### src/niu_macros.svh
`ifndef NIU_MACROS_SVH
`define NIU_MACROS_SVH

// Datapath sizing
`define WORD_SIZE   32
`define NUM_REGS    32
`define REG_BITS    5
`define OP_BITS     5
`define IMM_SIZE    17
`define INSTR_SIZE  4            // Bytes per instruction, PC step

// Memory depths in words
`define IMEM_WORDS  2048
`define DMEM_WORDS  2048

`define PC_START    32'h0000_0000

// Memory-mapped outputs
`define ADDR_HEX    32'hFFFF_0000
`define ADDR_LEDR   32'hFFFF_0020
`define ADDR_LEDG   32'hFFFF_0040

// Memory-mapped inputs, read only
`define ADDR_KEY    32'hFFFF_0100
`define ADDR_SWITCH 32'hFFFF_0120

`endif
### src/niuPkg.sv
`include "niu_macros.svh"

package niuPkg;

    typedef enum logic [`OP_BITS-1:0] {
        OP_ALU  = 5'b00000,  // Register form, function in op2
        OP_ADDI = 5'b00001,
        OP_ANDI = 5'b00101,
        OP_ORI  = 5'b00110,
        OP_XORI = 5'b00111,
        OP_SULI = 5'b01000,
        OP_SSLI = 5'b01001,
        OP_SURI = 5'b01010,
        OP_SSRI = 5'b01011,
        OP_LW   = 5'b10000,
        OP_SW   = 5'b10011,
        OP_BEQ  = 5'b11000,
        OP_BNE  = 5'b11001,
        OP_BLT  = 5'b11010,
        OP_BLE  = 5'b11011,
        OP_JAL  = 5'b11111
    } primaryOp;

    // Immediate opcodes share their code with the matching function
    typedef enum logic [`OP_BITS-1:0] {
        FN_SUB = 5'b00000,
        FN_ADD = 5'b00001,
        FN_NOT = 5'b00100,
        FN_AND = 5'b00101,
        FN_OR  = 5'b00110,
        FN_XOR = 5'b00111,
        FN_SUL = 5'b01000,
        FN_SSL = 5'b01001,
        FN_SUR = 5'b01010,
        FN_SSR = 5'b01011,
        FN_EQ  = 5'b10000,
        FN_NEQ = 5'b10001,
        FN_LT  = 5'b10010,
        FN_LEQ = 5'b10011
    } aluFunc;

    typedef enum logic [2:0] {
        BUS_NONE,
        BUS_PC,
        BUS_REG,
        BUS_MEM,
        BUS_IMM,
        BUS_IMM4,  // Immediate times instruction size
        BUS_ALU
    } busSource;

    typedef enum logic [4:0] {
        S_FETCH, S_DECODE,
        S_ALU_B_IMM, S_ALU_B_REG, S_ALU_A, S_ALU_EXEC, S_ALU_WB,
        S_MEM_BASE, S_MEM_OFS, S_MEM_ADD, S_MEM_MAR,
        S_LW_MDR, S_LW_WB, S_SW_WR,
        S_BR_A, S_BR_B, S_BR_CMP, S_BR_DECIDE,
        S_BR_PC, S_BR_IMM, S_BR_ADD, S_BR_LOAD,
        S_JAL_LINK, S_JAL_JUMP
    } ctrlState;

    // Low 17 bits seen as rz / unused / op2 in the register form
    typedef struct packed {
        logic [`REG_BITS-1:0]                    rz;
        logic [`IMM_SIZE-`REG_BITS-`OP_BITS-1:0] spare;
        logic [`OP_BITS-1:0]                     op2;
    } aluTail;

    typedef union packed {
        logic [`IMM_SIZE-1:0] imm;
        aluTail               alu;
    } instrTail;

    typedef struct packed {
        primaryOp             op1;   // Bits 31:27
        logic [`REG_BITS-1:0] rx;    // Bits 26:22
        logic [`REG_BITS-1:0] ry;    // Bits 21:17
        instrTail             tail;  // Bits 16:0
    } instrFields;

    typedef struct packed {
        logic                 ldPc;
        logic                 incPc;
        logic                 ldIr;
        logic                 wrReg;
        logic [`REG_BITS-1:0] regSel;
        logic                 ldA;
        logic                 ldB;
        aluFunc               aluSel;
        logic                 ldMar;
        logic                 wrMem;
        busSource             busSrc;
    } controlWord;

    typedef struct packed {
        logic [15:0] hexValue;
        logic [9:0]  ledr;
        logic [7:0]  ledg;
    } ioOutputs;

endpackage

### src/niuControl.sv
`include "niu_macros.svh"

module niuControl (
    input  logic               clk,
    input  logic               reset,
    input  niuPkg::instrFields instr,
    input  logic               aluFlag,
    output niuPkg::controlWord ctrl
);
    import niuPkg::*;

    ctrlState state;
    ctrlState nextState;
    aluFunc   execFunc;
    aluFunc   branchFunc;

    // Immediate opcodes reuse the function codes directly
    assign execFunc = (instr.op1 == OP_ALU) ? aluFunc'(instr.tail.alu.op2)
                                            : aluFunc'(instr.op1);

    always_comb begin
        case (instr.op1)
            OP_BNE:  branchFunc = FN_NEQ;
            OP_BLT:  branchFunc = FN_LT;
            OP_BLE:  branchFunc = FN_LEQ;
            default: branchFunc = FN_EQ;
        endcase
    end

    always_ff @(posedge clk or posedge reset) begin
        if (reset) begin
            state <= S_FETCH;
        end else begin
            state <= nextState;
        end
    end

    always_comb begin
        ctrl      = '0;  // Nothing on the bus by default
        nextState = S_FETCH;
        case (state)
            S_FETCH: begin
                ctrl.ldIr  = 1'b1;
                ctrl.incPc = 1'b1;
                nextState  = S_DECODE;
            end
            S_DECODE: begin
                case (instr.op1)
                    OP_ALU:                     nextState = S_ALU_B_REG;
                    OP_ADDI, OP_ANDI, OP_ORI, OP_XORI,
                    OP_SULI, OP_SSLI, OP_SURI, OP_SSRI:
                                                nextState = S_ALU_B_IMM;
                    OP_LW, OP_SW:               nextState = S_MEM_BASE;
                    OP_BEQ, OP_BNE, OP_BLT, OP_BLE:
                                                nextState = S_BR_A;
                    OP_JAL:                     nextState = S_JAL_LINK;
                    default:                    nextState = S_FETCH;  // Unknown op skipped
                endcase
            end
            S_ALU_B_IMM, S_MEM_OFS: begin
                ctrl.busSrc = BUS_IMM;
                ctrl.ldB    = 1'b1;
                nextState   = (state == S_MEM_OFS) ? S_MEM_ADD : S_ALU_A;
            end
            S_ALU_B_REG, S_BR_B: begin
                ctrl.busSrc = BUS_REG;
                ctrl.regSel = instr.ry;
                ctrl.ldB    = 1'b1;
                nextState   = (state == S_BR_B) ? S_BR_CMP : S_ALU_A;
            end
            S_ALU_A, S_MEM_BASE, S_BR_A: begin
                ctrl.busSrc = BUS_REG;
                ctrl.regSel = instr.rx;
                ctrl.ldA    = 1'b1;
                case (state)
                    S_MEM_BASE: nextState = S_MEM_OFS;
                    S_BR_A:     nextState = S_BR_B;
                    default:    nextState = S_ALU_EXEC;
                endcase
            end
            S_ALU_EXEC: begin
                ctrl.aluSel = execFunc;
                nextState   = S_ALU_WB;
            end
            S_ALU_WB: begin
                ctrl.aluSel = execFunc;
                ctrl.busSrc = BUS_ALU;
                ctrl.wrReg  = 1'b1;
                // Register form writes rz, immediate form writes ry
                ctrl.regSel = (instr.op1 == OP_ALU) ? instr.tail.alu.rz : instr.ry;
            end
            S_MEM_ADD, S_BR_ADD: begin
                ctrl.aluSel = FN_ADD;
                nextState   = (state == S_BR_ADD) ? S_BR_LOAD : S_MEM_MAR;
            end
            S_MEM_MAR: begin
                ctrl.busSrc = BUS_ALU;
                ctrl.ldMar  = 1'b1;
                nextState   = (instr.op1 == OP_SW) ? S_SW_WR : S_LW_MDR;
            end
            S_LW_MDR: nextState = S_LW_WB;  // Wait for MDR
            S_LW_WB: begin
                ctrl.busSrc = BUS_MEM;
                ctrl.regSel = instr.ry;
                ctrl.wrReg  = 1'b1;
            end
            S_SW_WR: begin
                ctrl.busSrc = BUS_REG;
                ctrl.regSel = instr.ry;
                ctrl.wrMem  = 1'b1;
            end
            S_BR_CMP: begin
                ctrl.aluSel = branchFunc;
                nextState   = S_BR_DECIDE;
            end
            S_BR_DECIDE: begin
                ctrl.aluSel = branchFunc;  // Hold the compare
                nextState   = aluFlag ? S_BR_PC : S_FETCH;
            end
            S_BR_PC: begin
                ctrl.busSrc = BUS_PC;  // Already points past the branch
                ctrl.ldA    = 1'b1;
                nextState   = S_BR_IMM;
            end
            S_BR_IMM: begin
                ctrl.busSrc = BUS_IMM4;
                ctrl.ldB    = 1'b1;
                nextState   = S_BR_ADD;
            end
            S_BR_LOAD: begin
                ctrl.busSrc = BUS_ALU;
                ctrl.ldPc   = 1'b1;
            end
            S_JAL_LINK: begin
                ctrl.busSrc = BUS_PC;  // Return address
                ctrl.regSel = instr.ry;
                ctrl.wrReg  = 1'b1;
                nextState   = S_JAL_JUMP;
            end
            S_JAL_JUMP: begin
                ctrl.busSrc = BUS_REG;
                ctrl.regSel = instr.rx;
                ctrl.ldPc   = 1'b1;
            end
            default: nextState = S_FETCH;
        endcase
    end

endmodule

### config.mk
export PLATFORM = sky130hd
export DESIGN_NAME = niuControl
export DESIGN_NICKNAME = d
export VERILOG_FILES = /design/src/niuPkg.sv /design/src/niuControl.sv
export VERILOG_INCLUDE_DIRS = /design/src
export SDC_FILE = /design/constraint.sdc
export NUM_CORES = 1
export LEC_CHECK = 0
export ABC_AREA = 1
export BUFFER_PORTS_ARGS = -buffer_cell sky130_fd_sc_hd__buf_2
export CELL_PAD_IN_SITES_DETAIL_PLACEMENT = 0
export CELL_PAD_IN_SITES_GLOBAL_PLACEMENT = 1
export CORE_ASPECT_RATIO = 0.7
export CORE_MARGIN = 5
export CORE_UTILIZATION = 29
export DETAILED_ROUTE_END_ITERATION = 6
export GPL_TIMING_DRIVEN = 0
export HOLD_SLACK_MARGIN = 0.02
export PLACE_DENSITY_LB_ADDON = 0.1
export SLEW_MARGIN = 30
export SYNTH_ARGS = -nofsm -noshare
export SYNTH_HDL_FRONTEND = slang
export SYNTH_SLANG_ARGS = --single-unit
export TNS_END_PERCENT = 30
### constraint.sdc
create_clock -name clk -period 1.5 [get_ports clk]
set_input_delay 0.075 -clock clk [delete_from_list [all_inputs] [get_ports clk]]
set_output_delay 0.075 -clock clk [all_outputs]
set_load 0.005 [all_outputs]
After elaboration in Yosys (flattened, before gate mapping)
Memories as Yosys holds them, arrays and structs flattened.
Cells that the tools add are included.
W data, S select, Z words.
- equality and inequality tests: 27
- multiplexer cells: 20
- reductions and logical operators: 17
- operator list (cell ; count):
    $pmux W5 S14 ; 1
    $eq A5 B5 Y1 const B ; 12
    $eq A5 B4 Y1 const B ; 8
    $pmux W5 S3 ; 2
    $mux W5 ; 5
    $eq A5 B3 Y1 const B ; 4
    $pmux W3 S6 ; 1
    $reduce_or A2 Y1 ; 7
    $eq A5 B2 Y1 const B ; 2
    $logic_not A5 Y1 ; 2
    $reduce_or A5 Y1 ; 2
    $reduce_or A3 Y1 ; 3
    $pmux W4 S2 ; 1
    $reduce_or A4 Y1 ; 2
    $reduce_or A7 Y1 ; 1
    $mux W1 ; 6
    $pmux W2 S3 ; 1
    $eq A5 B1 Y1 const B ; 1
    $mux W4 ; 1
    $mux W3 ; 1
    $mux W2 ; 1
- bits in registers: 5
- bits in read-only memories: 160
- input port bits: 35
- word-level logic and storage cells: 66
- memories kept: 1
- memory list (memory ; words ; bits a word ; read ports ; clocked after memory_dff ; wr ports ; line ; text):
    (name not given) ; 32 ; 5 ; 1 ; 0 ; 0 ; niuControl.sv:48 ; case (instr.op1)

Longest topological paths before layout
- depth after elaboration: 3
- depth in mapped cells: 10
- depth with buffers taken out: 9

Worst setup path after synthesis
Ideal clock, no wire load.
- kind: register -> output
- start point: register state[1]
- end point: output ctrl[6] (netlist name)
- arrival: 1.149 ns
- required time: 1.425 ns
- path slack: 0.276 ns
- cell stages (with the launch flop): 9
- cell sequence: dfrtp_1 > buf_4 > inv_2 > nand2_2 > nor2_1 > nand2_1 > nand2_2 > o21ai_1 > o21ai_1
- RTL lines (item ; line ; text):
    start: declaration ; niuControl.sv:12 ; ctrlState state;
    start signal: assignment ; niuControl.sv:34 ; state <= nextState;
    end: declaration ; niuControl.sv:8 ; output niuPkg::controlWord ctrl

==> results.ini <==
[status]
run_status=finished with violations
violations=setup timing

[hold_path]
hold_path.class=input pin to flip-flop
holdCritStartpoint=instr[31]
hold_depth=6

[yosys]
avgSynthCellArea_sq_um=5.41
yosys_warnings=0
ys_ff_latch=5
synth_top_area_share_pct=19.3
synth.net_count=241
synth.distinct_cells=21
synthCells=201
netlist_top_cells_area=nand2_1, dfrtp_1, nor2_1, nand3_1, inv_1
syn_area_sq_um=1090
seq_area_frac_synth_pct=11.5
synth_top_area_cell=nand2_1

[cells_and_area]
multi_input_area_sq_um=935
largest_reg_flops=5
register_area_sq_um=129
nNetsFinal=301
regMostFlops=state
post-route-util_pct=45.6
postLayoutCellArea_sq_um=1620
n_fill_cell=402
area_growth_pct=49.4
layout-drive-gt1-share_pct=43.5
reg_top3=state (5)
n_antenna_cell=0
final_cell_mix=nand2_1, buf_2, nor2_1, inv_1, nand3_1

[route]
wire_per_inst_um=12.7
avgViaCountPerCell=4.62
vias=1432
drtIter0Drc=97
wirelength_mm=3.94
remaining_drc_errors=0
ant_nets=0
drt_first_pass_iters=4

[sta]
clock_skew_ns=0.00122
fin_hold_ws_ns=0.291
setup_ws_ns=-0.113
setup-violations-final=14
hold_viol=0
max-slew-margin-rel_pct=80.5
period_needed_ns=1.61
tightestPinTransition_ns=0.289
max_freq_mhz=620
rsz0062_at_grt=yes
slew_violations=0
fin_crit_sh_pct=108
setup-tns-final_ns=-1.11

[global_routing]
grt_start_max_net_pins=11
gr-total-overflow=0
grtUsageTotal_pct=14.8
grt_pass1_wl_mm=6.08
grt_pass1_vias=1298
antenna_found_initial=0

[clock_network]
clk_latency_ns=0.22
clk_pin_slew_ns=0.04
cts_tree=done
clockBufferDepth=2
root_buffer=clkbuf_8
ctsHtreeMaxLevel=1
clock-sinks=5
cts_inserted_buffers=3

[worst_setup_path]
end_kind=output pin
cp.arrival_ns=1.54
critPathRequiredTime_ns=1.42
r2r_cells=8
path_class=flip-flop to output pin
rrSetupSlack_ns=0.12
worstSetupStartpointType=flip-flop
crit_fanout=8
timing.rr.start=state[3]
crit_start=state[0]

[place]
port_buffers=48
dp_hpwl_mm=3.12
globalplace.congestion=0.910
place_area_sq_um=1390

[floorplan]
die_area_sq_um=5090
start_util_pct=30.6
ios=56
fp.coreArea_sq_um=3560
num_rows=18
die_y_um=61.2
die_width_um=83.2

[power_and_ir_drop]
cellLeakagePower_uw=0.000922
p_total_uw=2330
p_per_area_nw_per_um2=1430
ir_drop_mv=0.935

[run]
cap_viol_max_count=0

## cell type report
cell class / count / share of cell area (%)
buffer: 4 / 2.16
inverter: 29 / 7.01
clock buffer: 3 / 2.54
timing repair buffer: 56 / 18.6
tap: 50 / 3.85
multi-input combinational: 162 / 57.5
clock inverter: 1 / 0.308
sequential: 5 / 7.94
## power by group
group	switching (uW)	internal, uW	total, uW	leakage, uW
combinational	1060	715	1770	0.000835
sequential	109	194	303	0.0000611
clock	72.2	179	251	0.0000255
## cell usage after synthesis
cell type	instances
nand2_1	56
nor2_1	28
inv_1	20
nand3_1	19
o21ai_0	10
inv_2	9
o211ai_1	9
nand2_2	8
nor2_2	8
a21oi_1	6
dfrtp_1	5
ha_1	5
buf_4	3
nand3b_1	3
nor3_1	3
buf_2	2
nor2_4	2
o21ai_1	2
nand2_4	1
nand3_2	1
o2111ai_1	1
## path summary, 6_finish.rpt
| kind | end |
|---|---|
| max | ctrl[13] |
| min | state[1] |
| max reg2reg | state[1] |
| min reg2reg | state[3] |
| max in group asynchronous | state[0] |
| min in group asynchronous | state[1] |
## worst max-delay path: stages (launching register included)
cell and delay, ns:
dfrtp_2 0.49, nor2_4 0.22, inv_1 0.09, nor2_2 0.12
nor2_2 0.06, nand2_2 0.10, nand2_1 0.06, nand3_1 0.06
buf_2 0.11
## routing by layer
metal	GRT usage [%]	wire (um)	up-vias
met3	1.74	194	2
met4	3.50	19	0
li1	-	-	761
met1	21.5	1970	627
met2	23.7	1760	42
met5	0	0	-
## kinds of logic after synthesis
| kind of cell | count (synthesis) | share of synthesized area [%] |
|---|---|---|
| compound gates | 28 | 15.3 |
| fa+ha+maj | 5 | 5.75 |
| buf+inv | 34 | 13.0 |
| flops | 5 | 11.5 |
| simple gates | 129 | 54.4 |
## per-stage QoR
| step | setup slack [ns] | instances |
|---|---|---|
| final | -0.113 | 310 |
| after detailed placement | -0.0169 | 299 |
| after CTS | -0.104 | 307 |
| after global routing | -0.218 | 310 |
| after global placement | -0.0448 | 299 |
| after floorplan | 0.276 | 201 |
## repair_timing
item / CTS / global route
setup buffers: 4 / 3
setup endpoints to repair: 18 / 19
pin swaps: 8 / 10
hold endpoints to repair: 5 / 0
hold buffers: 1 / 0
gates resized for setup: 31 / 7
Note: power is estimated with default switching activity, not from simulation.
