--- src/niu_macros.svh ---
`ifndef NIU_MACROS_SVH
`define NIU_MACROS_SVH

// Datapath sizing
`define WORD_SIZE   32
`define NUM_REGS    32
`define REG_BITS    5
`define OP_BITS     5
`define IMM_SIZE    17
`define INSTR_SIZE  4            // Bytes per instruction, PC step

// Memory depths in words
`define IMEM_WORDS  2048
`define DMEM_WORDS  2048

`define PC_START    32'h0000_0000

// Memory-mapped outputs
`define ADDR_HEX    32'hFFFF_0000
`define ADDR_LEDR   32'hFFFF_0020
`define ADDR_LEDG   32'hFFFF_0040

// Memory-mapped inputs, read only
`define ADDR_KEY    32'hFFFF_0100
`define ADDR_SWITCH 32'hFFFF_0120

`endif
--- src/niuPkg.sv ---
`include "niu_macros.svh"

package niuPkg;

    typedef enum logic [`OP_BITS-1:0] {
        OP_ALU  = 5'b00000,  // Register form, function in op2
        OP_ADDI = 5'b00001,
        OP_ANDI = 5'b00101,
        OP_ORI  = 5'b00110,
        OP_XORI = 5'b00111,
        OP_SULI = 5'b01000,
        OP_SSLI = 5'b01001,
        OP_SURI = 5'b01010,
        OP_SSRI = 5'b01011,
        OP_LW   = 5'b10000,
        OP_SW   = 5'b10011,
        OP_BEQ  = 5'b11000,
        OP_BNE  = 5'b11001,
        OP_BLT  = 5'b11010,
        OP_BLE  = 5'b11011,
        OP_JAL  = 5'b11111
    } primaryOp;

    // Immediate opcodes share their code with the matching function
    typedef enum logic [`OP_BITS-1:0] {
        FN_SUB = 5'b00000,
        FN_ADD = 5'b00001,
        FN_NOT = 5'b00100,
        FN_AND = 5'b00101,
        FN_OR  = 5'b00110,
        FN_XOR = 5'b00111,
        FN_SUL = 5'b01000,
        FN_SSL = 5'b01001,
        FN_SUR = 5'b01010,
        FN_SSR = 5'b01011,
        FN_EQ  = 5'b10000,
        FN_NEQ = 5'b10001,
        FN_LT  = 5'b10010,
        FN_LEQ = 5'b10011
    } aluFunc;

    typedef enum logic [2:0] {
        BUS_NONE,
        BUS_PC,
        BUS_REG,
        BUS_MEM,
        BUS_IMM,
        BUS_IMM4,  // Immediate times instruction size
        BUS_ALU
    } busSource;

    typedef enum logic [4:0] {
        S_FETCH, S_DECODE,
        S_ALU_B_IMM, S_ALU_B_REG, S_ALU_A, S_ALU_EXEC, S_ALU_WB,
        S_MEM_BASE, S_MEM_OFS, S_MEM_ADD, S_MEM_MAR,
        S_LW_MDR, S_LW_WB, S_SW_WR,
        S_BR_A, S_BR_B, S_BR_CMP, S_BR_DECIDE,
        S_BR_PC, S_BR_IMM, S_BR_ADD, S_BR_LOAD,
        S_JAL_LINK, S_JAL_JUMP
    } ctrlState;

    // Low 17 bits seen as rz / unused / op2 in the register form
    typedef struct packed {
        logic [`REG_BITS-1:0]                    rz;
        logic [`IMM_SIZE-`REG_BITS-`OP_BITS-1:0] spare;
        logic [`OP_BITS-1:0]                     op2;
    } aluTail;

    typedef union packed {
        logic [`IMM_SIZE-1:0] imm;
        aluTail               alu;
    } instrTail;

    typedef struct packed {
        primaryOp             op1;   // Bits 31:27
        logic [`REG_BITS-1:0] rx;    // Bits 26:22
        logic [`REG_BITS-1:0] ry;    // Bits 21:17
        instrTail             tail;  // Bits 16:0
    } instrFields;

    typedef struct packed {
        logic                 ldPc;
        logic                 incPc;
        logic                 ldIr;
        logic                 wrReg;
        logic [`REG_BITS-1:0] regSel;
        logic                 ldA;
        logic                 ldB;
        aluFunc               aluSel;
        logic                 ldMar;
        logic                 wrMem;
        busSource             busSrc;
    } controlWord;

    typedef struct packed {
        logic [15:0] hexValue;
        logic [9:0]  ledr;
        logic [7:0]  ledg;
    } ioOutputs;

endpackage

--- src/niuRegFile.sv ---
`include "niu_macros.svh"

module niuRegFile (
    input  logic                   clk,
    input  niuPkg::controlWord     ctrl,
    input  logic [`WORD_SIZE-1:0]  bus,
    output logic [`WORD_SIZE-1:0]  regData
);
    import niuPkg::*;

    logic [`WORD_SIZE-1:0] regs [`NUM_REGS];

    // Register 0 is never written
    always_ff @(posedge clk) begin
        if (ctrl.wrReg && (ctrl.regSel != '0)) begin
            regs[ctrl.regSel] <= bus;
        end
    end

    // Zero base without clearing the array
    always_comb begin
        if (ctrl.regSel == '0) begin
            regData = '0;
        end else begin
            regData = regs[ctrl.regSel];
        end
    end

endmodule

--- config.mk ---
export PLATFORM = sky130hd
export DESIGN_NAME = niuRegFile
export DESIGN_NICKNAME = d
export VERILOG_FILES = /design/src/niuPkg.sv /design/src/niuRegFile.sv
export VERILOG_INCLUDE_DIRS = /design/src
export SDC_FILE = /design/constraint.sdc
export NUM_CORES = 1
export LEC_CHECK = 0
export ABC_AREA = 1
export BUFFER_PORTS_ARGS = -buffer_cell sky130_fd_sc_hd__buf_4
export CAP_MARGIN = 20
export CORE_MARGIN = 4
export CORE_UTILIZATION = 25
export DETAILED_ROUTE_END_ITERATION = 7
export PLACE_DENSITY = 0.43
export SETUP_SLACK_MARGIN = 0.15
export SLEW_MARGIN = 30
export SYNTH_ARGS = -nofsm -noshare
export SYNTH_HDL_FRONTEND = slang
export SYNTH_SLANG_ARGS = --single-unit
--- constraint.sdc ---
create_clock -name clk -period 3.7 [get_ports clk]
set_clock_uncertainty 0.1 [all_clocks]
set_input_delay 0.74 -clock clk [delete_from_list [all_inputs] [get_ports clk]]
set_output_delay 0.74 -clock clk [all_outputs]
set_load 0.02 [all_outputs]
# --- Yosys cells after proc, flatten, opt, wreduce, memory -nomap -nowiden ---
# Memories as Yosys holds them, arrays and structs flattened.
# Index checks and enable logic that the tools add are counted.
op_classes:
  addsub: 0
  multipliers: 0
  div_mod_pow: 0
  n_lt_le_gt_ge: 0
  n_eq_ne: 0
  shift: 0
  mux: 3
  bitwise: 0
  reduce_logical: 3
op_table:
  columns: ["op", "count"]
  rows:
  - ["two-way mux 32 bit", 1]
  - ["zero test 5 bit", 1]
  - ["nonzero test 5 bit", 1]
  - ["two-way mux 1 bit", 2]
  - ["logical AND 1 bit", 1]
totals:
  reg_bits: 0
  latchBits: 0
  mem_bits_rw: 1024
  romBits: 0
  memories: 1
memory_table:
  columns: ["memory", "depth", "width", "rd", "rd_ports_with_merged_regs", "write_ports", "line_no", "source"]
  rows:
  - ["regs", 32, 32, 1, 0, 1, "niuRegFile.sv:11", "logic [`WORD_SIZE-1:0] regs [`NUM_REGS];"]

# --- Logic depth before layout (Yosys ltp) ---
# Gate-level depths: netlist of the first run.
depth:
  depth_word: 4
  depth_mapped: 13

# --- Worst setup path after synthesis of the first run ---
# No wires, ideal clock.
synth_timing:
  kind: "input port to flip-flop"
  from: "in ctrl[12] (netlist name)"
  to: "mem regs[12][0] (netlist name) (enable)"
  arrival_time_ns: 3.056
  t_required_ns: 3.179
  setup_slack_ns: 0.123
  cell_stages: 7
  cell_sequence: "buf_2 -> inv_2 -> buf_2 -> buf_2 -> buf_2 -> nand3_1 -> nor2_1"
synth_via:
  elab_chain_cells: 4
synth_lines:
  columns: ["element", "line_no", "source"]
  rows:
  - ["start: declaration", "niuRegFile.sv:5", "input niuPkg::controlWord ctrl,"]
  - ["nonzero test 5 bit", "niuRegFile.sv:15", "if (ctrl.wrReg && (ctrl.regSel != '0)) begin"]
  - ["logical AND 1 bit", "niuRegFile.sv:15", null]
  - ["two-way mux 1 bit", "niuRegFile.sv:15", null]
  - ["two-way mux 1 bit (implied by the code)", "niuRegFile.sv:16", "regs[ctrl.regSel] <= bus;"]
  - ["end: declaration", "niuRegFile.sv:11", null]
# Parallel ways exist; a longest one is shown, timed or not.

# --- Final worst setup path of the first run ---
layout_timing:
  from: "in ctrl[12] (netlist name)"
  to: "out regData[26]"
layout_via:
  elab_chain_cells: 2
  word_cells_on_any_way: 3
  cone_classes: "mux (1); reduce/logical (1); memory (1)"
layout_lines:
  columns: ["element", "line_no", "source"]
  rows:
  - ["memory (32 x 32 bit) or zero test 5 bit (tied branches)", null, null]
  - ["two-way mux 32 bit *", "niuRegFile.sv:22", "if (ctrl.regSel == '0) begin"]
  - ["end: declaration", "niuRegFile.sv:7", "output logic [`WORD_SIZE-1:0] regData"]
# Every way passes the cells marked *; elsewhere a longest branch is shown, timed or not.

==> results.yml, run 1 <==
run_status:
  run_status: "complete, no violations"
worst_setup_path:
  worstPathRequired_ps: 2860
  kind_of_critical_path: "primary input to output pin"
  critical_path.startpoint_type: "primary input"
  end_kind: "output pin"
  crit_path_max_fanout: 29
  cp.arrival_ps: 2650
logic_synthesis:
  syn-instance-count: 3998
  synth_area_um2: 42100
  netlist.area_leader.share: 0.730
  ys_top_cells_by_area: "sky130_fd_sc_hd__edfxtp_1, sky130_fd_sc_hd__nand2_1, sky130_fd_sc_hd__clkbuf_1, sky130_fd_sc_hd__nor2_1, sky130_fd_sc_hd__buf_2"
  yosys.cell_types.count: 13
  synthesis.yosys.warnings: 0
  postSynthRegisterBits: 1024
  ys_seq_area_frac: 0.730
  postSynthAreaPerCell_um2: 10.5
  netlist.top_cell.by_area: "sky130_fd_sc_hd__edfxtp_1"
timing:
  tightestPinTransition_ps: 725
  whs_ps: 317
  hold_viol: 0
  grt_setup_unrepaired: "true"
  final_setup_violation_count: 0
  layout_min_cycle_time_ps: 3490
  tns_ps: 0
  setup_slack_ps: 208
  min_period_over_period: 0.944
  timing.max_slew.rel_slack: 0.515
  achievable-frequency_mhz: 286
  final-max-slew-violation-count: 0
placement:
  hpwl_mm: 79.4
  final_weighted_congestion_in_routability_driven_placement: 0.760
  post-place-ws_ps: 22.6
  postPlaceCellArea_um2: 47200
  buffer_ports.inserted: 70
  placedCellCount: 6293
final_layout:
  layout_commonest_cell: "sky130_fd_sc_hd__nand2_1"
  finalNetCount: 4259
  post_route_cells_drive_above_1_share: 0.106
  final-seq-area_um2: 30700
  biggestRegsByFlops: "regs x1024"
  most_frequent_cells_in_the_layout: "sky130_fd_sc_hd__nand2_1, sky130_fd_sc_hd__edfxtp_1, sky130_fd_sc_hd__buf_4"
  multi_input_area_um2: 10900
  fillerInstances: 17100
  largest_reg_flops: 1024
  largest_register: "regs"
  area_growth_pct: 20.6
  finish.instance_area_um2: 50800
  fin_cells: 6515
clock_network:
  ctsHtreeMaxLevel: 3
  post_cts_resize_count: 5
  numClockSinks: 1024
  cts_hold_repair.buffers: 0
  clk_path_buf_depth: 3
  clkSlewWorstSetupHoldPaths_ps: 60
  root_driver: "sky130_fd_sc_hd__clkbuf_16"
  tritoncts.num_buffers: 114
  cts_tree: "done"
  post_cts_setup_buffer_count: 0
floorplan:
  io_pins: 86
  floorplan.core_area_um2: 167000
  die_w_um: 418
  number_of_cell_rows: 150
  die_h_um: 418
  dieArea_um2: 175000
  floorplan.initialDensity: 0.252
power:
  p_sw_mw: 6.02
  worst_ir_drop_vdd_mv: 0.372
  combPwrFrac: 0.070
  swShare: 0.234
  power.clock.fraction: 0.425
  share_seq_of_total_power: 0.505
  total_leakage_power_nw: 20.4
  cellPowerDensity_nw_per_um2: 506
  internal_pwr_total_mw: 19.7
detailed_routing:
  routed_wl_mm: 138
  dr.first_iter.drc_count: 2330
  ant_nets: 0
  drc: 0
  detail_route.first_pass.iterations: 5
  vias_per_cell: 4.27
  num_vias: 27800
  wire_per_inst_um: 21.2
global_route:
  gr-usage-all-layers: 0.156
  grt_first_pass_wirelength_mm: 196
  antenna_violations_before_repair: 14
  grt_start_max_net_pins: 104
  gr-total-overflow: 0
  vias_in_the_first_global_route: 26100
flow_run:
  timing.max_cap.violations: 0
hold_path:
  timing.hold.worst.class: "primary input to register"
==> cells in the mapped netlist <==
cell / count
sky130_fd_sc_hd__nand2_1: 2595
sky130_fd_sc_hd__nor3_1: 1
sky130_fd_sc_hd__nor3_2: 8
sky130_fd_sc_hd__buf_1: 22
sky130_fd_sc_hd__buf_2: 40
sky130_fd_sc_hd__clkbuf_1: 131
sky130_fd_sc_hd__inv_1: 9
sky130_fd_sc_hd__conb_1: 1
sky130_fd_sc_hd__edfxtp_1: 1024
sky130_fd_sc_hd__nand3_1: 34
sky130_fd_sc_hd__inv_2: 5
sky130_fd_sc_hd__nor2_1: 96
sky130_fd_sc_hd__a21oi_1: 32
==> power groups by stage <==
stage | registers (mW) | clock network, mW | logic, mW
6_report | 13.0 | 10.9 | 1.80
5_1_grt | 13.0 | 11.7 | 1.99
4_1_cts | 13.0 | 11.2 | 1.85
3_5_place_dp | 13.2 | 0 | 1.84
3_3_place_gp | 13.2 | 0 | 1.84
2_1_floorplan | 13.2 | 0 | 0.850
==> final cells by class <==
class / instances / area share
clock inverters: 74 / 0.0108
clock buffers: 141 / 0.0590
repair buffers: 253 / 0.0533
diodes: 7 / 0.000345
multi-input cells: 2798 / 0.215
flip-flops and latches: 1024 / 0.605
inverters: 14 / 0.00133
well taps: 2204 / 0.0543
==> logic make-up after synthesis <==
kind of cell,after synthesis,share of synthesized area
simple gates,2734,0.246
flops,1024,0.730
buf+inv,207,0.0196
compound gates,32,0.00380
other cells,1,0.0000891
==> path summary, 6_finish.rpt <==
path              startpoint     endpoint  slack, ps  cells after the start
hold / removal       bus[15]  regs[2][15]        320                      1
setup / recovery    ctrl[12]  regData[26]        210                     14
==> worst max-delay path: stages <==
cell and delay (ps):
sky130_fd_sc_hd__buf_8 140, sky130_fd_sc_hd__inv_8 150, sky130_fd_sc_hd__buf_16 250, sky130_fd_sc_hd__buf_6 270
sky130_fd_sc_hd__nand2_1 80, sky130_fd_sc_hd__nand2_1 60, sky130_fd_sc_hd__nand2_1 50, sky130_fd_sc_hd__nand2_1 70
sky130_fd_sc_hd__nand2_1 50, sky130_fd_sc_hd__nand2_1 60, sky130_fd_sc_hd__nor2_1 60, sky130_fd_sc_hd__a21oi_1 220
sky130_fd_sc_hd__buf_4 190, sky130_fd_sc_hd__buf_4 160
==> per-stage QoR <==
stage	utilization	total power, mW
finish	0.304	25.7
CTS	0.304	26.0
detailed placement	0.282	15.0
global placement	0.282	15.0
global route	0.304	26.6
floorplan	-	14.1
==> routing by layer <==
metal	wire (µm)	GRT usage	vias to the layer above
li1	-	-	13500
met1	62000	0.210	13600
met2	66500	0.257	574
met3	5760	0.0239	197
met4	3820	0.0521	0
met5	0	0	-
(Power assumes the default switching activity.)
==> inputs of run 2 (changes only) <==
CORE_UTILIZATION = 50   (was 25)
PLACE_DENSITY = 0.71   (was 0.43)
==> results.yml, run 2 (synthesis gave the netlist of run 1 again) <==
detailed_routing:
  vias_per_cell: 5.33
  dr.first_iter.drc_count: 3258
  ant_nets: 0
  routed_wl_mm: 110
  drc: 0
  detail_route.first_pass.iterations: 5
  wire_per_inst_um: 20.8
  num_vias: 28300
worst_setup_path:
  cp.buffers_inverters: 6
  critical_path.startpoint_type: "primary input"
  cp.arrival_ps: 2590
  crit_path_max_fanout: 36
  critPathMaxStageDelay_ps: 490
  worstPathRequired_ps: 2860
  timing.critical_path.slowest_stage_cell: "sky130_fd_sc_hd__buf_4"
  delay_heaviest_family_cp: "buffers and inverters"
  end_kind: "output pin"
  kind_of_critical_path: "primary input to output pin"
  critical_path.cell_chain: "clkbuf_8 -> buf_4 -> nor3_4 -> buf_4 -> buf_4 -> a21oi_1 -> buf_4 -> buf_4"
  critical-path-top-cell-by-count: "sky130_fd_sc_hd__buf_4"
timing:
  grt_setup_unrepaired: "false"
  achievable-frequency_mhz: 292
  hold_viol: 0
  whs_ps: 377
  min_period_over_period: 0.926
  tns_ps: 0
  final-max-slew-violation-count: 0
  layout_min_cycle_time_ps: 3430
  tightestPinTransition_ps: 687
  timing.max_slew.rel_slack: 0.542
  final_setup_violation_count: 0
floorplan:
  die_h_um: 298
  number_of_cell_rows: 106
  die_w_um: 298
  io_pins: 86
  floorplan.initialDensity: 0.504
  dieArea_um2: 88900
  floorplan.core_area_um2: 83600
final_layout:
  most_frequent_cells_in_the_layout: "sky130_fd_sc_hd__nand2_1, sky130_fd_sc_hd__edfxtp_1, sky130_fd_sc_hd__buf_4"
  fillerInstances: 6599
  finalNetCount: 4206
  largest_register: "regs"
  layout_commonest_cell: "sky130_fd_sc_hd__nand2_1"
  largest_reg_flops: 1024
  area_growth_pct: 15.3
  biggestRegsByFlops: "regs x1024"
  post_route_cells_drive_above_1_share: 0.0960
clock_network:
  clkSlewWorstSetupHoldPaths_ps: 60
  cts_hold_repair.buffers: 0
  clk_path_buf_depth: 3
  tritoncts.num_buffers: 99
  post_cts_setup_buffer_count: 0
  numClockSinks: 1024
  post_cts_resize_count: 0
  ctsHtreeMaxLevel: 3
  root_driver: "sky130_fd_sc_hd__clkbuf_16"
  cts_tree: "done"
placement:
  buffer_ports.inserted: 70
  hpwl_mm: 60.5
  final_weighted_congestion_in_routability_driven_placement: 0.798
flow_run:
  timing.max_cap.violations: 0
global_route:
  grt_start_max_net_pins: 115
  vias_in_the_first_global_route: 26900
  gr-usage-all-layers: 0.246
  grt_first_pass_wirelength_mm: 165
  gr-total-overflow: 0
  antenna_violations_before_repair: 6
power:
  share_seq_of_total_power: 0.522
  p_sw_mw: 5.58
  cellPowerDensity_nw_per_um2: 512
  power.clock.fraction: 0.410
  worst_ir_drop_vdd_mv: 0.519
  total_leakage_power_nw: 19.9
  internal_pwr_total_mw: 19.3
  combPwrFrac: 0.068
  swShare: 0.225
hold_path:
  worstHoldEndpoint: "regs[8][24]"
  timing.hold.worst_path_depth: 1
  min-delay-start: "bus[24]"
  timing.hold.worst.class: "primary input to register"
run_status:
  run_status: "complete, no violations"
run 2: cell types whose count changed in the layout (fill, tap and decap cells not counted), moves of 6 or more:
cell	previous run	this run
sky130_fd_sc_hd__clkbuf_1	25	13
sky130_fd_sc_hd__buf_12	61	43
sky130_fd_sc_hd__bufinv_16	7	13
sky130_fd_sc_hd__clkbuf_16	116	99
sky130_fd_sc_hd__clkinvlp_4	1	8
sky130_fd_sc_hd__buf_4	187	170
sky130_fd_sc_hd__clkinv_1	38	22
run 2: cell type report:
| class | count | area (µm²) | area share |
|---|---|---|---|
| diodes | 3 | 7.51 | 0.000155 |
| clock buffers | 112 | 2530 | 0.0521 |
| clock inverters | 68 | 733 | 0.0151 |
| inverters | 14 | 67.6 | 0.00139 |
| multi-input cells | 2798 | 10900 | 0.225 |
| flip-flops and latches | 1024 | 30700 | 0.634 |
| well taps | 1080 | 1350 | 0.0278 |
| repair buffers | 215 | 2170 | 0.0446 |
run 2: metal layers:
metal  routed length [µm]  track usage
met5                   34            0
met1                44700        0.344
met2                51200        0.396
met3                11100       0.0484
met4                 3260       0.0756
run 2: worst max-delay path by stage:
stage	from	slack, ps	cells past startpoint	endpoint
final	ctrl[13]	270	8	regData[4]
after detailed placement	ctrl[13]	320	12	regData[8]
after global routing	ctrl[12]	190	13	regData[21]
after global placement	ctrl[13]	320	12	regData[8]
after floorplan	ctrl[12]	120	7	regs[12][0]
after CTS	ctrl[13]	310	12	regData[8]
run 2: power by group through the flow:
stage / sequential, mW / clock [mW] / combinational (mW)
2_1_floorplan: 13.2 / 0 / 0.850
3_3_place_gp: 13.2 / 0 / 1.65
3_5_place_dp: 13.2 / 0 / 1.67
4_1_cts: 13.0 / 10.3 / 1.68
5_1_grt: 13.0 / 10.8 / 1.86
6_report: 13.0 / 10.2 / 1.70
run 2: metrics by stage:
| stage | utilization | power (mW) | setup slack [ps] | instances | instance area (µm²) |
|---|---|---|---|---|---|
| 6_report | 0.581 | 24.8 | 273 | 5314 | 48500 |
| 5_1_grt | 0.581 | 25.6 | 188 | 5314 | 48500 |
| 4_1_cts | 0.581 | 24.9 | 307 | 5311 | 48500 |
| 3_5_place_dp | 0.542 | 14.9 | 317 | 5131 | 45300 |
| 3_3_place_gp | 0.542 | 14.9 | 318 | 5131 | 45300 |
| 2_1_floorplan | - | 14.1 | 123 | 4029 | 42200 |
