$ cat config.mk
export PLATFORM = sky130hd
export DESIGN_NAME = niuAlu
export DESIGN_NICKNAME = d
export VERILOG_FILES = /design/src/niuPkg.sv /design/src/niuAlu.sv
export VERILOG_INCLUDE_DIRS = /design/src
export SDC_FILE = /design/constraint.sdc
export NUM_CORES = 1
export LEC_CHECK = 0
export ABC_AREA = 0
export BUFFER_PORTS_ARGS = -buffer_cell sky130_fd_sc_hd__buf_2
export CELL_PAD_IN_SITES_DETAIL_PLACEMENT = 1
export CELL_PAD_IN_SITES_GLOBAL_PLACEMENT = 1
export CORE_ASPECT_RATIO = 0.7
export CORE_MARGIN = 2
export CORE_UTILIZATION = 45
export DETAILED_ROUTE_END_ITERATION = 6
export PLACE_DENSITY = 0.82
export SLEW_MARGIN = 20
export SYNTH_ARGS = -nofsm -noshare
export SYNTH_HDL_FRONTEND = slang
export SYNTH_SLANG_ARGS = --single-unit
$ cat constraint.sdc
create_clock -name clk -period 4.2 [get_ports clk]
set_input_delay 0.21 -clock clk [delete_from_list [all_inputs] [get_ports clk]]
set_output_delay 0.21 -clock clk [all_outputs]
set_load 0.01 [all_outputs]
$ cat src/niu_macros.svh
`ifndef NIU_MACROS_SVH
`define NIU_MACROS_SVH

// Datapath sizing
`define WORD_SIZE   32
`define NUM_REGS    32
`define REG_BITS    5
`define OP_BITS     5
`define IMM_SIZE    17
`define INSTR_SIZE  4            // Bytes per instruction, PC step

// Memory depths in words
`define IMEM_WORDS  2048
`define DMEM_WORDS  2048

`define PC_START    32'h0000_0000

// Memory-mapped outputs
`define ADDR_HEX    32'hFFFF_0000
`define ADDR_LEDR   32'hFFFF_0020
`define ADDR_LEDG   32'hFFFF_0040

// Memory-mapped inputs, read only
`define ADDR_KEY    32'hFFFF_0100
`define ADDR_SWITCH 32'hFFFF_0120

`endif
$ cat src/niuPkg.sv
`include "niu_macros.svh"

package niuPkg;

    typedef enum logic [`OP_BITS-1:0] {
        OP_ALU  = 5'b00000,  // Register form, function in op2
        OP_ADDI = 5'b00001,
        OP_ANDI = 5'b00101,
        OP_ORI  = 5'b00110,
        OP_XORI = 5'b00111,
        OP_SULI = 5'b01000,
        OP_SSLI = 5'b01001,
        OP_SURI = 5'b01010,
        OP_SSRI = 5'b01011,
        OP_LW   = 5'b10000,
        OP_SW   = 5'b10011,
        OP_BEQ  = 5'b11000,
        OP_BNE  = 5'b11001,
        OP_BLT  = 5'b11010,
        OP_BLE  = 5'b11011,
        OP_JAL  = 5'b11111
    } primaryOp;

    // Immediate opcodes share their code with the matching function
    typedef enum logic [`OP_BITS-1:0] {
        FN_SUB = 5'b00000,
        FN_ADD = 5'b00001,
        FN_NOT = 5'b00100,
        FN_AND = 5'b00101,
        FN_OR  = 5'b00110,
        FN_XOR = 5'b00111,
        FN_SUL = 5'b01000,
        FN_SSL = 5'b01001,
        FN_SUR = 5'b01010,
        FN_SSR = 5'b01011,
        FN_EQ  = 5'b10000,
        FN_NEQ = 5'b10001,
        FN_LT  = 5'b10010,
        FN_LEQ = 5'b10011
    } aluFunc;

    typedef enum logic [2:0] {
        BUS_NONE,
        BUS_PC,
        BUS_REG,
        BUS_MEM,
        BUS_IMM,
        BUS_IMM4,  // Immediate times instruction size
        BUS_ALU
    } busSource;

    typedef enum logic [4:0] {
        S_FETCH, S_DECODE,
        S_ALU_B_IMM, S_ALU_B_REG, S_ALU_A, S_ALU_EXEC, S_ALU_WB,
        S_MEM_BASE, S_MEM_OFS, S_MEM_ADD, S_MEM_MAR,
        S_LW_MDR, S_LW_WB, S_SW_WR,
        S_BR_A, S_BR_B, S_BR_CMP, S_BR_DECIDE,
        S_BR_PC, S_BR_IMM, S_BR_ADD, S_BR_LOAD,
        S_JAL_LINK, S_JAL_JUMP
    } ctrlState;

    // Low 17 bits seen as rz / unused / op2 in the register form
    typedef struct packed {
        logic [`REG_BITS-1:0]                    rz;
        logic [`IMM_SIZE-`REG_BITS-`OP_BITS-1:0] spare;
        logic [`OP_BITS-1:0]                     op2;
    } aluTail;

    typedef union packed {
        logic [`IMM_SIZE-1:0] imm;
        aluTail               alu;
    } instrTail;

    typedef struct packed {
        primaryOp             op1;   // Bits 31:27
        logic [`REG_BITS-1:0] rx;    // Bits 26:22
        logic [`REG_BITS-1:0] ry;    // Bits 21:17
        instrTail             tail;  // Bits 16:0
    } instrFields;

    typedef struct packed {
        logic                 ldPc;
        logic                 incPc;
        logic                 ldIr;
        logic                 wrReg;
        logic [`REG_BITS-1:0] regSel;
        logic                 ldA;
        logic                 ldB;
        aluFunc               aluSel;
        logic                 ldMar;
        logic                 wrMem;
        busSource             busSrc;
    } controlWord;

    typedef struct packed {
        logic [15:0] hexValue;
        logic [9:0]  ledr;
        logic [7:0]  ledg;
    } ioOutputs;

endpackage

$ cat src/niuAlu.sv
`include "niu_macros.svh"

module niuAlu (
    input  logic                   clk,
    input  logic                   reset,
    input  niuPkg::controlWord     ctrl,
    input  logic [`WORD_SIZE-1:0]  bus,
    output logic [`WORD_SIZE-1:0]  aluResult,
    output logic                   aluFlag
);
    import niuPkg::*;

    logic [`WORD_SIZE-1:0] opA;
    logic [`WORD_SIZE-1:0] opB;
    logic [`WORD_SIZE-1:0] nextResult;
    logic [$clog2(`WORD_SIZE)-1:0] shamt;

    assign shamt = opB[$clog2(`WORD_SIZE)-1:0];  // Only low bits count for shifts

    always_comb begin
        case (ctrl.aluSel)
            FN_SUB:  nextResult = opA - opB;
            FN_ADD:  nextResult = opA + opB;
            FN_NOT:  nextResult = ~opA;
            FN_AND:  nextResult = opA & opB;
            FN_OR:   nextResult = opA | opB;
            FN_XOR:  nextResult = opA ^ opB;
            FN_SUL:  nextResult = opA << shamt;
            FN_SSL:  nextResult = opA <<< shamt;
            FN_SUR:  nextResult = opA >> shamt;
            FN_SSR:  nextResult = $signed(opA) >>> shamt;  // Sign fill
            FN_EQ:   nextResult = `WORD_SIZE'(opA == opB);
            FN_NEQ:  nextResult = `WORD_SIZE'(opA != opB);
            FN_LT:   nextResult = `WORD_SIZE'(opA < opB);
            FN_LEQ:  nextResult = `WORD_SIZE'(opA <= opB);
            default: nextResult = '0;
        endcase
    end

    always_ff @(posedge clk or posedge reset) begin
        if (reset) begin
            opA       <= '0;
            opB       <= '0;
            aluResult <= '0;
        end else begin
            if (ctrl.ldA) opA <= bus;
            if (ctrl.ldB) opB <= bus;
            aluResult <= nextResult;  // Free running
        end
    end

    // Compares leave 0 or 1, so bit 0 decides a branch
    assign aluFlag = aluResult[0];

endmodule

Word level (Yosys, flattened, before mapping)
Cells that the tools add are included.
Widths: inputs -> output; s select.
- input port bits: 55
- word-level logic and storage cells: 32
- flip-flop bits (word level): 96
- shifts and indexed selects: 4
- bitwise logic cells: 4
- mux-type cells: 1
- reductions and logical operators: 1
- magnitude comparators: 2
- eq/ne operators: 15
- add/sub/neg operators: 2
- operator list (cell ; count):
    $pmux 32 s14 ; 1
    $add 32x32->32 ; 1
    $and 32x32->32 ; 1
    $eq 32x32->1 ; 1
    $le 32x32->1 ; 1
    $lt 32x32->1 ; 1
    $ne 32x32->1 ; 1
    $not 32->32 ; 1
    $or 32x32->32 ; 1
    $shl 32x5->32 ; 1
    $shr 32x5->32 ; 1
    $sshl 32x5->32 ; 1
    $sshr 32x5->32 ; 1
    $sub 32x32->32 ; 1
    $xor 32x32->32 ; 1
    $eq 5x3->1 const B ; 4
    $eq 5x4->1 const B ; 4
    $eq 5x5->1 const B ; 4
    $eq 5x1->1 const B ; 1
    $logic_not 5->1 ; 1

Logic depth before layout (Yosys ltp)
Gate-level depths: netlist of run 1.
- depth after elaboration: 2
- mapped depth: 15
- depth with buffers taken out: 12

Worst setup path after synthesis of run 1
Ideal clock, no wire load.
- path type: register to register
- from: register opB[2]
- to: register aluResult[28]
- clock period less this slack: 3.656 ns
- library setup time: 0.120 ns
- buffers on the path: 4
- arrival: 3.535 ns
- path slack: 0.544 ns
- stages on the path, launching flop included: 16
- cells stage by stage: dfrtp_1 clkbuf_1 inv_2 buf_2 clkbuf_1 ha_1 buf_2 o21bai_1 a211oi_1 o2111ai_1 a221oi_2 o31a_2 o31a_1 o221ai_1 nand3_1 a31o_2
- cells in the longest elaborated chain, start to end: 2
- elaborated cells between the ends (all ways): 7
- RTL lines (item ; line ; source):
    start: declaration ; niuAlu.sv:14 ; logic [`WORD_SIZE-1:0] opB;
    start signal: assignment ; niuAlu.sv:47 ; if (ctrl.ldB) opB <= bus;
    $add 32x32->32, or another cell as far along ; niuAlu.sv:23 ; FN_ADD: nextResult = opA + opB;
    $pmux 32 s14 * ; niuAlu.sv:21 ; case (ctrl.aluSel)
    via nextResult[28] ; niuAlu.sv:15 ; logic [`WORD_SIZE-1:0] nextResult;
    end signal: assignment ; niuAlu.sv:48 ; aluResult <= nextResult;
    end: declaration ; niuAlu.sv:8 ; output logic [`WORD_SIZE-1:0] aluResult,
Mark *: on every way through the listed nets, which the timed path passes. The rest lies on a longest branch.
A chain may end at the register's enable or synchronous reset.

Final worst setup path of run 1
- from: register opA[1]
- to: register aluResult[31]
- cells in the longest elaborated chain, start to end: 2
- elaborated cells between the ends (all ways): 7
- RTL lines (item ; line ; source):
    start: declaration ; niuAlu.sv:13 ; logic [`WORD_SIZE-1:0] opA;
    start signal: assignment ; niuAlu.sv:46 ; if (ctrl.ldA) opA <= bus;
    $add 32x32->32, or another cell as far along ; niuAlu.sv:23 ;
    $pmux 32 s14 * ; niuAlu.sv:21 ;
    via nextResult[31] ; niuAlu.sv:15 ;
Marks and branches as above.

==> flow_metrics.env, run 1 <==
export IMPL_status="finished clean"
export IMPL_path_cells="inv_1 -> ha_1 -> nor2_1 -> o21ai_1 -> a21oi_2 -> nor4_2 -> o31ai_1 -> a41oi_1 -> o21ai_1 -> mux2_1 -> or3_1"
export IMPL_worstHoldStart="bus[5]"
export IMPL_fillCellCount=3237
export IMPL_drt_wl_total_um=54900
export IMPL_dpl_hpwl_um=42300
export IMPL_r2r_end="aluResult[31]"
export IMPL_worst_pin_slew_ps=1200
export IMPL_antenna_found_initial=5
export IMPL_maxSlewHeadroom_pct=19.7
export IMPL_synthFlopType="dfrtp_1"
export IMPL_rows=49
export IMPL_path_delay_family="compound AO/OA/AOI/OAI gates"
export IMPL_grt_ovfl_total=0
export IMPL_placed_area_mm2=0.0129
export IMPL_setup_viol=0
export IMPL_area_growth_pct=10.3
export IMPL_mostFrequentLayoutCell="o21ai_0"
export IMPL_rr_startpoint="opA[1]"
export IMPL_drt_pass1_iter_count=7
export IMPL_synth_avg_cell_area_um2=7.80
export IMPL_cp_slowest_cell="a41oi_1"
export IMPL_final_cell_mix="183 x o21ai_0, 171 x nor2_1, 157 x nand2_1"
export IMPL_fp_dieH_um=140
export IMPL_route_vias_total=13000
export IMPL_synth_edf_count=0
export IMPL_gp_congestion=1.02
export IMPL_synthDistinctLibCells=89
export IMPL_netlist_area_mm2=0.0119
export IMPL_end_kind="flop"
export IMPL_synth_ff_latch_count=96
export IMPL_max_cap_violations=0
export IMPL_clock_path_buffers=2
export IMPL_syn_inst=1531
export IMPL_cts_tree="built"
export IMPL_cts_root_buf="clkbuf_16"
export IMPL_final_max_slew_violation_count=0
export IMPL_rr_worst_depth=11
export IMPL_start_util_pct=46.2
export IMPL_core_area_mm2=0.0259
export IMPL_grt_pass1_wl_um=82900
export IMPL_fmax_ghz=0.250
export IMPL_crit_fanout=7
export IMPL_tns_ps=0
export IMPL_io_pin_count=88
export IMPL_grt_pass1_vias=12600
export IMPL_hold_depth=3
export IMPL_synth_warnings=0
export IMPL_power_density_mw_per_mm2=324
export IMPL_hold_viol=0
export IMPL_clk_pin_slew_ps=80
export IMPL_max_stage_delay_ps=530
export IMPL_post_route_drc_count=0
export IMPL_final_cell_area_mm2=0.0132
export IMPL_port_buffers=73
export IMPL_fin_ws_ps=208
export IMPL_wl_per_cell_um=28.2
export IMPL_nets=1736
export IMPL_die_w_um=199
export IMPL_grt_max_degree=65
export IMPL_holdPathEnd="opB[5]"
export IMPL_cts_made_buffers=9
export IMPL_arrival_ps=4240
export IMPL_drive_gt1_share_pct=16.3
export IMPL_critical_path_most_common_cell="o21ai_1"
export IMPL_syn_num_nets=1685
export IMPL_drtAntennaViolNets=0
export IMPL_hold_path_class="in2reg"
export IMPL_skew_ps=13.9
export IMPL_start_kind="flop"
export IMPL_cts_sinks=96
export IMPL_pre_cts_slack_ps=446
export IMPL_die_area_mm2=0.0279
export IMPL_rsz0062_at_grt="no"
export IMPL_cts_max_level=3
export IMPL_clk_latency_ps=380
export IMPL_viasPerCell=6.69
export IMPL_critical_path_buf_inv_count=1
export IMPL_ctsResizeCount=0
export IMPL_rrSetupSlack_ps=210
export IMPL_drt_iter0_drc=1574
export IMPL_async_flop_share_pct=100
export IMPL_ir_drop_mv=0.215
export IMPL_grt_usage_pct=40.1
export IMPL_timing_final_crit_share_pct=95.1
export IMPL_ys_seq_area_share_pct=20.1
export IMPL_worstPathRequired_ps=4450
export IMPL_criticalPathCategory="reg2reg"
export IMPL_leakage_uw=0.00578
export IMPL_min_period_ps=3990
==> repair_timing <==
action,in CTS,in global routing
buffers inserted,0,0
hold buffers,1,0
endpoints found under the hold margin,46,0
==> logic make-up after synthesis <==
logic type | Yosys count | share of synthesized area, %
AOI/OAI and AO/OA | 517 | 27.7
xor gates and xnor gates | 23 | 1.69
adders and majority gates | 99 | 10.5
buffers and inverters | 213 | 7.38
DFF | 96 | 20.1
muxes | 124 | 15.5
and+or+nand+nor | 459 | 17.2
==> state kept, by name (all words and copies together), names as in the netlist <==
name,count
opB,32
opA,32
aluResult,32
==> tightest hold or removal path, delay by kind of cell <==
family | cells | cell delay (ps)
AO/OA/AOI/OAI | 1 | 50
buffers and inverters | 1 | 80
AND/OR/NAND/NOR | 1 | 40
==> cell usage after synthesis, drive strengths merged (15+ instances only) <==
library cell,instances,area [um^2]
a211oi,27,215
a21o,15,113
a21oi,118,598
buf,44,243
clkbuf,71,268
dfrtp,96,2400
ha,97,1210
inv,94,355
mux2i,64,641
mux4,47,1060
nand2,157,589
nand3,24,125
nor2,172,653
nor3,28,151
o211ai,23,178
o21ai,187,936
o221ai,16,140
xnor2,19,166
==> area by class of cell <==
cell class / count / area, um^2 / area share, %
Tap cell: 357 / 447 / 3.39
Sequential cell: 96 / 2410 / 18.3
Clock inverter: 6 / 43.8 / 0.332
Clock buffer: 10 / 229 / 1.74
Inverter: 98 / 373 / 2.83
Timing Repair Buffer: 155 / 983 / 7.47
Multi-Input combinational cell: 1222 / 8680 / 65.9
Antenna cell: 2 / 5.00 / 0.0380
==> worst max path at each step <==
stage | cells after the start | slack, ps | from | end
after floorplan | 15 | 540 | opB[2] | aluResult[28]
after global placement | 14 | 520 | opA[0] | aluResult[30]
after detailed placement | 12 | 450 | opA[1] | aluResult[25]
after CTS | 12 | 440 | opA[1] | aluResult[25]
after global routing | 14 | 50 | opA[0] | aluResult[30]
final | 11 | 210 | opA[1] | aluResult[31]
==> routing by layer <==
metal | routed length, um | vias up | GRT usage, %
met5 | 11 | - | 0
met4 | 1170 | 2 | 9.27
met3 | 7240 | 104 | 13.8
li1 | - | 5676 | -
met1 | 24900 | 6471 | 59.9
met2 | 21600 | 775 | 54.6
==> metrics by stage <==
step	total power, uW	hold WS, ps	utilization (%)	std cells
finish	4260	50.4	50.9	1946
global route	4460	62.8	50.9	1944
CTS	4180	47.8	50.9	1944
detailed placement	3330	337	49.8	1927
global placement	3300	328	49.8	1927
floorplan	2550	327	-	1531
==> report_power, final <==
part / switching (uW) / total (uW) / leakage, uW / internal, uW
sequential: 92.9 / 1110 / 0.00120 / 1020
clock: 429 / 836 / 0.000133 / 406
combinational: 1490 / 2320 / 0.00446 / 826
Power figures use the tool's default switching activity.
==> inputs of run 2 (changes only) <==
--- a/config.mk
+++ b/config.mk
@@ -8,12 +8,14 @@
 export LEC_CHECK = 0
 export ABC_AREA = 0
 export BUFFER_PORTS_ARGS = -buffer_cell sky130_fd_sc_hd__buf_2
+export CAP_MARGIN = 20
 export CELL_PAD_IN_SITES_DETAIL_PLACEMENT = 1
 export CELL_PAD_IN_SITES_GLOBAL_PLACEMENT = 1
 export CORE_ASPECT_RATIO = 0.7
 export CORE_MARGIN = 2
 export CORE_UTILIZATION = 45
 export DETAILED_ROUTE_END_ITERATION = 6
+export MAX_ROUTING_LAYER = met4
 export PLACE_DENSITY = 0.82
 export SLEW_MARGIN = 20
 export SYNTH_ARGS = -nofsm -noshare
==> flow_metrics.env, run 2 (synthesized netlist as in run 1, its figures left out) <==
export IMPL_top_regs="aluResult x32, opA x32, opB x32"
export IMPL_worst_pin_slew_ps=1200
export IMPL_power_density_mw_per_mm2=331
export IMPL_grt_ovfl_total=0
export IMPL_fin_hold_ws_ps=33.8
export IMPL_crit_fanout=6
export IMPL_drtAntennaViolNets=0
export IMPL_drt_iter0_drc=1679
export IMPL_final_cell_mix="182 x o21ai_0, 171 x nor2_1, 157 x nand2_1"
export IMPL_min_period_ps=3910
export IMPL_drt_wl_total_um=55700
export IMPL_maxSlewHeadroom_pct=19.5
export IMPL_gp_congestion=1.07
export IMPL_ir_drop_mv=0.253
export IMPL_viasPerCell=6.76
export IMPL_dpl_hpwl_um=43200
export IMPL_clock_path_buffers=2
export IMPL_leakage_uw=0.00581
export IMPL_criticalPathCategory="reg2reg"
export IMPL_cts_max_level=3
export IMPL_drt_pass1_iter_count=7
export IMPL_hold_viol=0
export IMPL_die_area_mm2=0.0279
export IMPL_worstPathRequired_ps=4470
export IMPL_drive_gt1_share_pct=16.4
export IMPL_status="finished with violations"
export IMPL_nets=1737
export IMPL_route_vias_total=13200
export IMPL_cp_slowest_cell="dfrtp_1"
export IMPL_fp_dieH_um=140
export IMPL_final_max_slew_violation_count=0
export IMPL_start_util_pct=46.2
export IMPL_path_delay_family="compound AO/OA/AOI/OAI gates"
export IMPL_arrival_ps=4180
export IMPL_grt_pass1_wl_um=83700
export IMPL_wl_per_cell_um=28.6
export IMPL_max_stage_delay_ps=450
export IMPL_io_pin_count=88
export IMPL_setup_viol=0
export IMPL_cts_root_buf="clkbuf_16"
export IMPL_max_cap_violations=0
export IMPL_cts_sinks=96
export IMPL_die_w_um=199
export IMPL_grt_pass1_vias=12800
export IMPL_hold_depth=3
export IMPL_antenna_found_initial=1
export IMPL_mostFrequentLayoutCell="o21ai_0"
export IMPL_skew_ps=20.3
export IMPL_grt_max_degree=65
export IMPL_rr_worst_depth=13
export IMPL_path_cells="inv_1 -> ha_1 -> fa_1 -> o21bai_1 -> a211oi_1 -> buf_4 -> o2111ai_1 -> a221oi_2 -> o31a_2 -> o31a_1 -> o21ai_0 -> a211oi_1 -> a211o_1"
export IMPL_final_core_util_pct=51.1
export IMPL_timing_final_crit_share_pct=93.2
export IMPL_end_kind="flop"
export IMPL_critical_path_most_common_cell="a211oi_1"
export IMPL_violations="DRC"
export IMPL_clk_pin_slew_ps=90
export IMPL_start_kind="flop"
export IMPL_cts_setup_buffers=0
export IMPL_crit_cells=13
export IMPL_clk_latency_ps=400
export IMPL_area_growth_pct=10.8
export IMPL_cts_tree="built"
export IMPL_rows=49
export IMPL_grt_usage_pct=41.9
export IMPL_critical_path_buf_inv_count=2
export IMPL_fmax_ghz=0.256
export IMPL_rsz0062_at_grt="no"
export IMPL_port_buffers=73
export IMPL_core_area_mm2=0.0259
export IMPL_cts_made_buffers=9
export IMPL_tns_ps=0
export IMPL_hold_path_class="in2reg"
export IMPL_post_route_drc_count=6
==> run 2: per-layer routing <==
metal  GRT usage (%)  vias up  share of wire [%]
li1                -     5682                  -
met1            61.9     6598                 46
met2            55.4      786                 40
met3            11.6      102                 12
met4            10.7        0                2.4
met5               -        -                  0
==> run 2: layout make-up <==
cell class | count | area (um^2)
multi-input combinational | 1222 | 8680
clock inverter | 5 | 81.3
sequential | 96 | 2410
inverter | 98 | 373
antenna | 3 | 7.51
clock buffer | 10 | 239
timing repair buffer | 156 | 991
tap | 357 | 447
fill | 3233 | 12600
==> run 2: final timing paths <==
path / slack [ps] / start / to
worst max-delay path: 290 / opA[0] / aluResult[0]
worst min-delay path: 30 / bus[18] / opB[18]
worst max register to register: 290 / opA[0] / aluResult[0]
worst min register to register: 590 / opB[7] / opB[7]
max in group asynchronous: 3070 / reset / opA[27]
min in group asynchronous: 260 / reset / aluResult[12]
==> run 2: where the power goes <==
group	leakage, uW	total [uW]	switching, uW	internal [uW]
sequential	0.00120	1110	98.1	1020
combinational	0.00446	2310	1490	823
clock	0.000155	952	418	535
total	0.00581	4380	2000	2370
==> run 2: repair_timing <==
action | 4_1_cts | 5_1_grt
endpoints found under the setup margin | 0 | 1
gates resized for setup | 0 | 1
hold endpoints to repair | 8 | 0
hold buffers | 1 | 0
==> run 2: tightest hold or removal path: cells and delay by family <==
| family | cells | cell delay (ps) |
|---|---|---|
| AO/OA/AOI/OAI | 1 | 60 |
| AND/OR/NAND/NOR | 1 | 40 |
| buffers and inverters | 1 | 90 |
==> run 2: stage by stage <==
step | worst slack, ps | instance area [um^2] | total power, uW | std cells
after floorplan | 544 | 11900 | 2550 | 1531
after CTS | 400 | 13200 | 4310 | 1944
final | 287 | 13200 | 4380 | 1947
after global routing | 64.0 | 13200 | 4570 | 1945
after detailed placement | 419 | 12900 | 3340 | 1928
after global placement | 515 | 12900 | 3290 | 1928
==> inputs of run 3 (changes only) <==
--- a/config.mk
+++ b/config.mk
@@ -14,6 +14,7 @@
 export CORE_ASPECT_RATIO = 0.7
 export CORE_MARGIN = 2
 export CORE_UTILIZATION = 45
+export CTS_BUF_LIST = sky130_fd_sc_hd__clkbuf_2 sky130_fd_sc_hd__clkbuf_4 sky130_fd_sc_hd__clkbuf_8
 export DETAILED_ROUTE_END_ITERATION = 6
 export MAX_ROUTING_LAYER = met4
 export PLACE_DENSITY = 0.82
==> flow_metrics.env, run 3 (synthesized netlist as in run 1, its figures left out) <==
export IMPL_status="finished clean"
export IMPL_timing_final_crit_share_pct=93.8
export IMPL_min_period_ps=3940
export IMPL_cp_slowest_cell="dfrtp_1"
export IMPL_clk_latency_ps=470
export IMPL_final_cell_mix="182 x o21ai_0, 171 x nor2_1, 157 x nand2_1"
export IMPL_nets=1767
export IMPL_final_max_slew_violation_count=0
export IMPL_crit_fanout=9
export IMPL_cts_tree="built"
export IMPL_gp_congestion=1.07
export IMPL_area_growth_pct=12.5
export IMPL_start_kind="flop"
export IMPL_arrival_ps=4260
export IMPL_antenna_found_initial=3
export IMPL_critical_path_buf_inv_count=2
export IMPL_worst_pin_slew_ps=1150
export IMPL_start_util_pct=46.2
export IMPL_clk_pin_slew_ps=100
export IMPL_cts_root_buf="clkbuf_8"
export IMPL_cts_made_buffers=9
export IMPL_grt_usage_pct=42.2
export IMPL_post_route_drc_count=0
export IMPL_maxSlewHeadroom_pct=23.0
export IMPL_hold_viol=0
export IMPL_path_delay_family="compound AO/OA/AOI/OAI gates"
export IMPL_grt_pass1_vias=12900
export IMPL_drive_gt1_share_pct=16.1
export IMPL_tns_ps=0
export IMPL_power_density_mw_per_mm2=313
export IMPL_setup_viol=0
export IMPL_criticalPathCategory="reg2reg"
export IMPL_crit_cells=12
export IMPL_grt_met1_usage_pct=61.6
export IMPL_mostFrequentLayoutCell="o21ai_0"
export IMPL_drt_wl_total_um=56300
export IMPL_seq_area_mm2=0.00241
export IMPL_top_regs="aluResult x32, opA x32, opB x32"
export IMPL_hold_path_class="in2reg"
export IMPL_drt_pass1_iter_count=5
export IMPL_rows=49
export IMPL_multi_input_area_mm2=0.00868
export IMPL_viasPerCell=6.74
export IMPL_path_cells="inv_1 -> ha_1 -> nor2b_1 -> o21ai_0 -> o2111ai_1 -> a221oi_2 -> nor3_1 -> nor3_1 -> buf_4 -> o21ai_0 -> and3_1 -> o31ai_1"
export IMPL_fmax_ghz=0.254
export IMPL_wl_per_cell_um=28.4
export IMPL_leakage_uw=0.00589
export IMPL_hold_depth=3
export IMPL_max_cap_violations=0
export IMPL_fp_dieH_um=140
export IMPL_worstPathRequired_ps=4520
export IMPL_use_met2_pct=56.0
export IMPL_ir_drop_mv=0.212
export IMPL_grt_max_degree=65
export IMPL_die_w_um=199
export IMPL_grt_ovfl_total=0
export IMPL_max_stage_delay_ps=490
export IMPL_fillCellCount=3227
export IMPL_core_area_mm2=0.0259
export IMPL_rsz0062_at_grt="no"
export IMPL_use_met3_pct=12.7
export IMPL_io_pin_count=88
export IMPL_skew_ps=28.7
export IMPL_rr_worst_depth=12
export IMPL_die_area_mm2=0.0279
export IMPL_drt_iter0_drc=1772
export IMPL_cts_sinks=96
export IMPL_top_usage_layer="met1"
export IMPL_grt_pass1_wl_um=84000
export IMPL_final_core_util_pct=51.9
export IMPL_cts_setup_buffers=0
export IMPL_end_kind="flop"
export IMPL_dpl_hpwl_um=43200
export IMPL_port_buffers=73
export IMPL_clock_path_buffers=2
export IMPL_cts_max_level=3
export IMPL_route_vias_total=13300
export IMPL_drtAntennaViolNets=0
-- run 3: cell count changes in the layout (fill, tap and decap cells not counted), sizes merged --
cell and change:
diode +3, dlygate4sd3 +30
-- run 3: worst reg2reg max path: stages, from the launching register on --
cell	delay [ps]
dfrtp_1	490
inv_1	130
ha_1	490
nor2b_1	120
o21ai_0	370
o2111ai_1	310
a221oi_2	490
nor3_1	140
nor3_1	430
buf_4	200
o21ai_0	110
and3_1	220
o31ai_1	320
-- run 3: repair_timing --
action / 4_1_cts / 5_1_grt
gates resized for setup: 0 / 1
hold endpoints to repair: 62 / 0
hold buffers: 31 / 0
setup endpoints to repair: 0 / 1
-- run 3: power by group --
group | switching [uW] | internal (uW) | total, uW
Combinational | 1490 | 841 | 2340
Sequential | 98.4 | 1010 | 1110
Clock | 403 | 348 | 751
-- run 3: area by class of cell --
cell class | instances | area share (%)
Inverter | 98 | 2.78
Antenna cell | 6 | 0.112
Clock buffer | 10 | 1.02
Timing Repair Buffer | 186 | 9.61
Sequential cell | 96 | 17.9
Clock inverter | 5 | 0.605
Tap cell | 357 | 3.32
Multi-Input combinational cell | 1222 | 64.6
-- run 3: per-stage QoR --
stage               cells  hold WS [ps]  power [uW]  setup WS [ps]  cell area (um^2)
finish               1980          22.0        4200            260             13400
global route         1978          42.6        4390           55.9             13400
CTS                  1974          15.8        4120            392             13400
detailed placement   1928           112        3340            419             12900
global placement     1928           109        3290            515             12900
floorplan            1531           327        2550            544             11900
-- run 3: metal layers --
metal  vias up  share of wire, %
met5         -                 0
met4         0               2.2
met3        86                13
met2       838                40
met1      6684                45
li1       5736                 -
-- run 3: path summary, 6_finish.rpt --
check / start / to / slack [ps]
max: opA[6] / aluResult[26] / 260
min: bus[0] / opA[0] / 20
max reg2reg: opA[6] / aluResult[26] / 260
min reg2reg: opB[7] / opB[7] / 600
max in group asynchronous: reset / opA[27] / 3140
min in group asynchronous: reset / aluResult[10] / 180
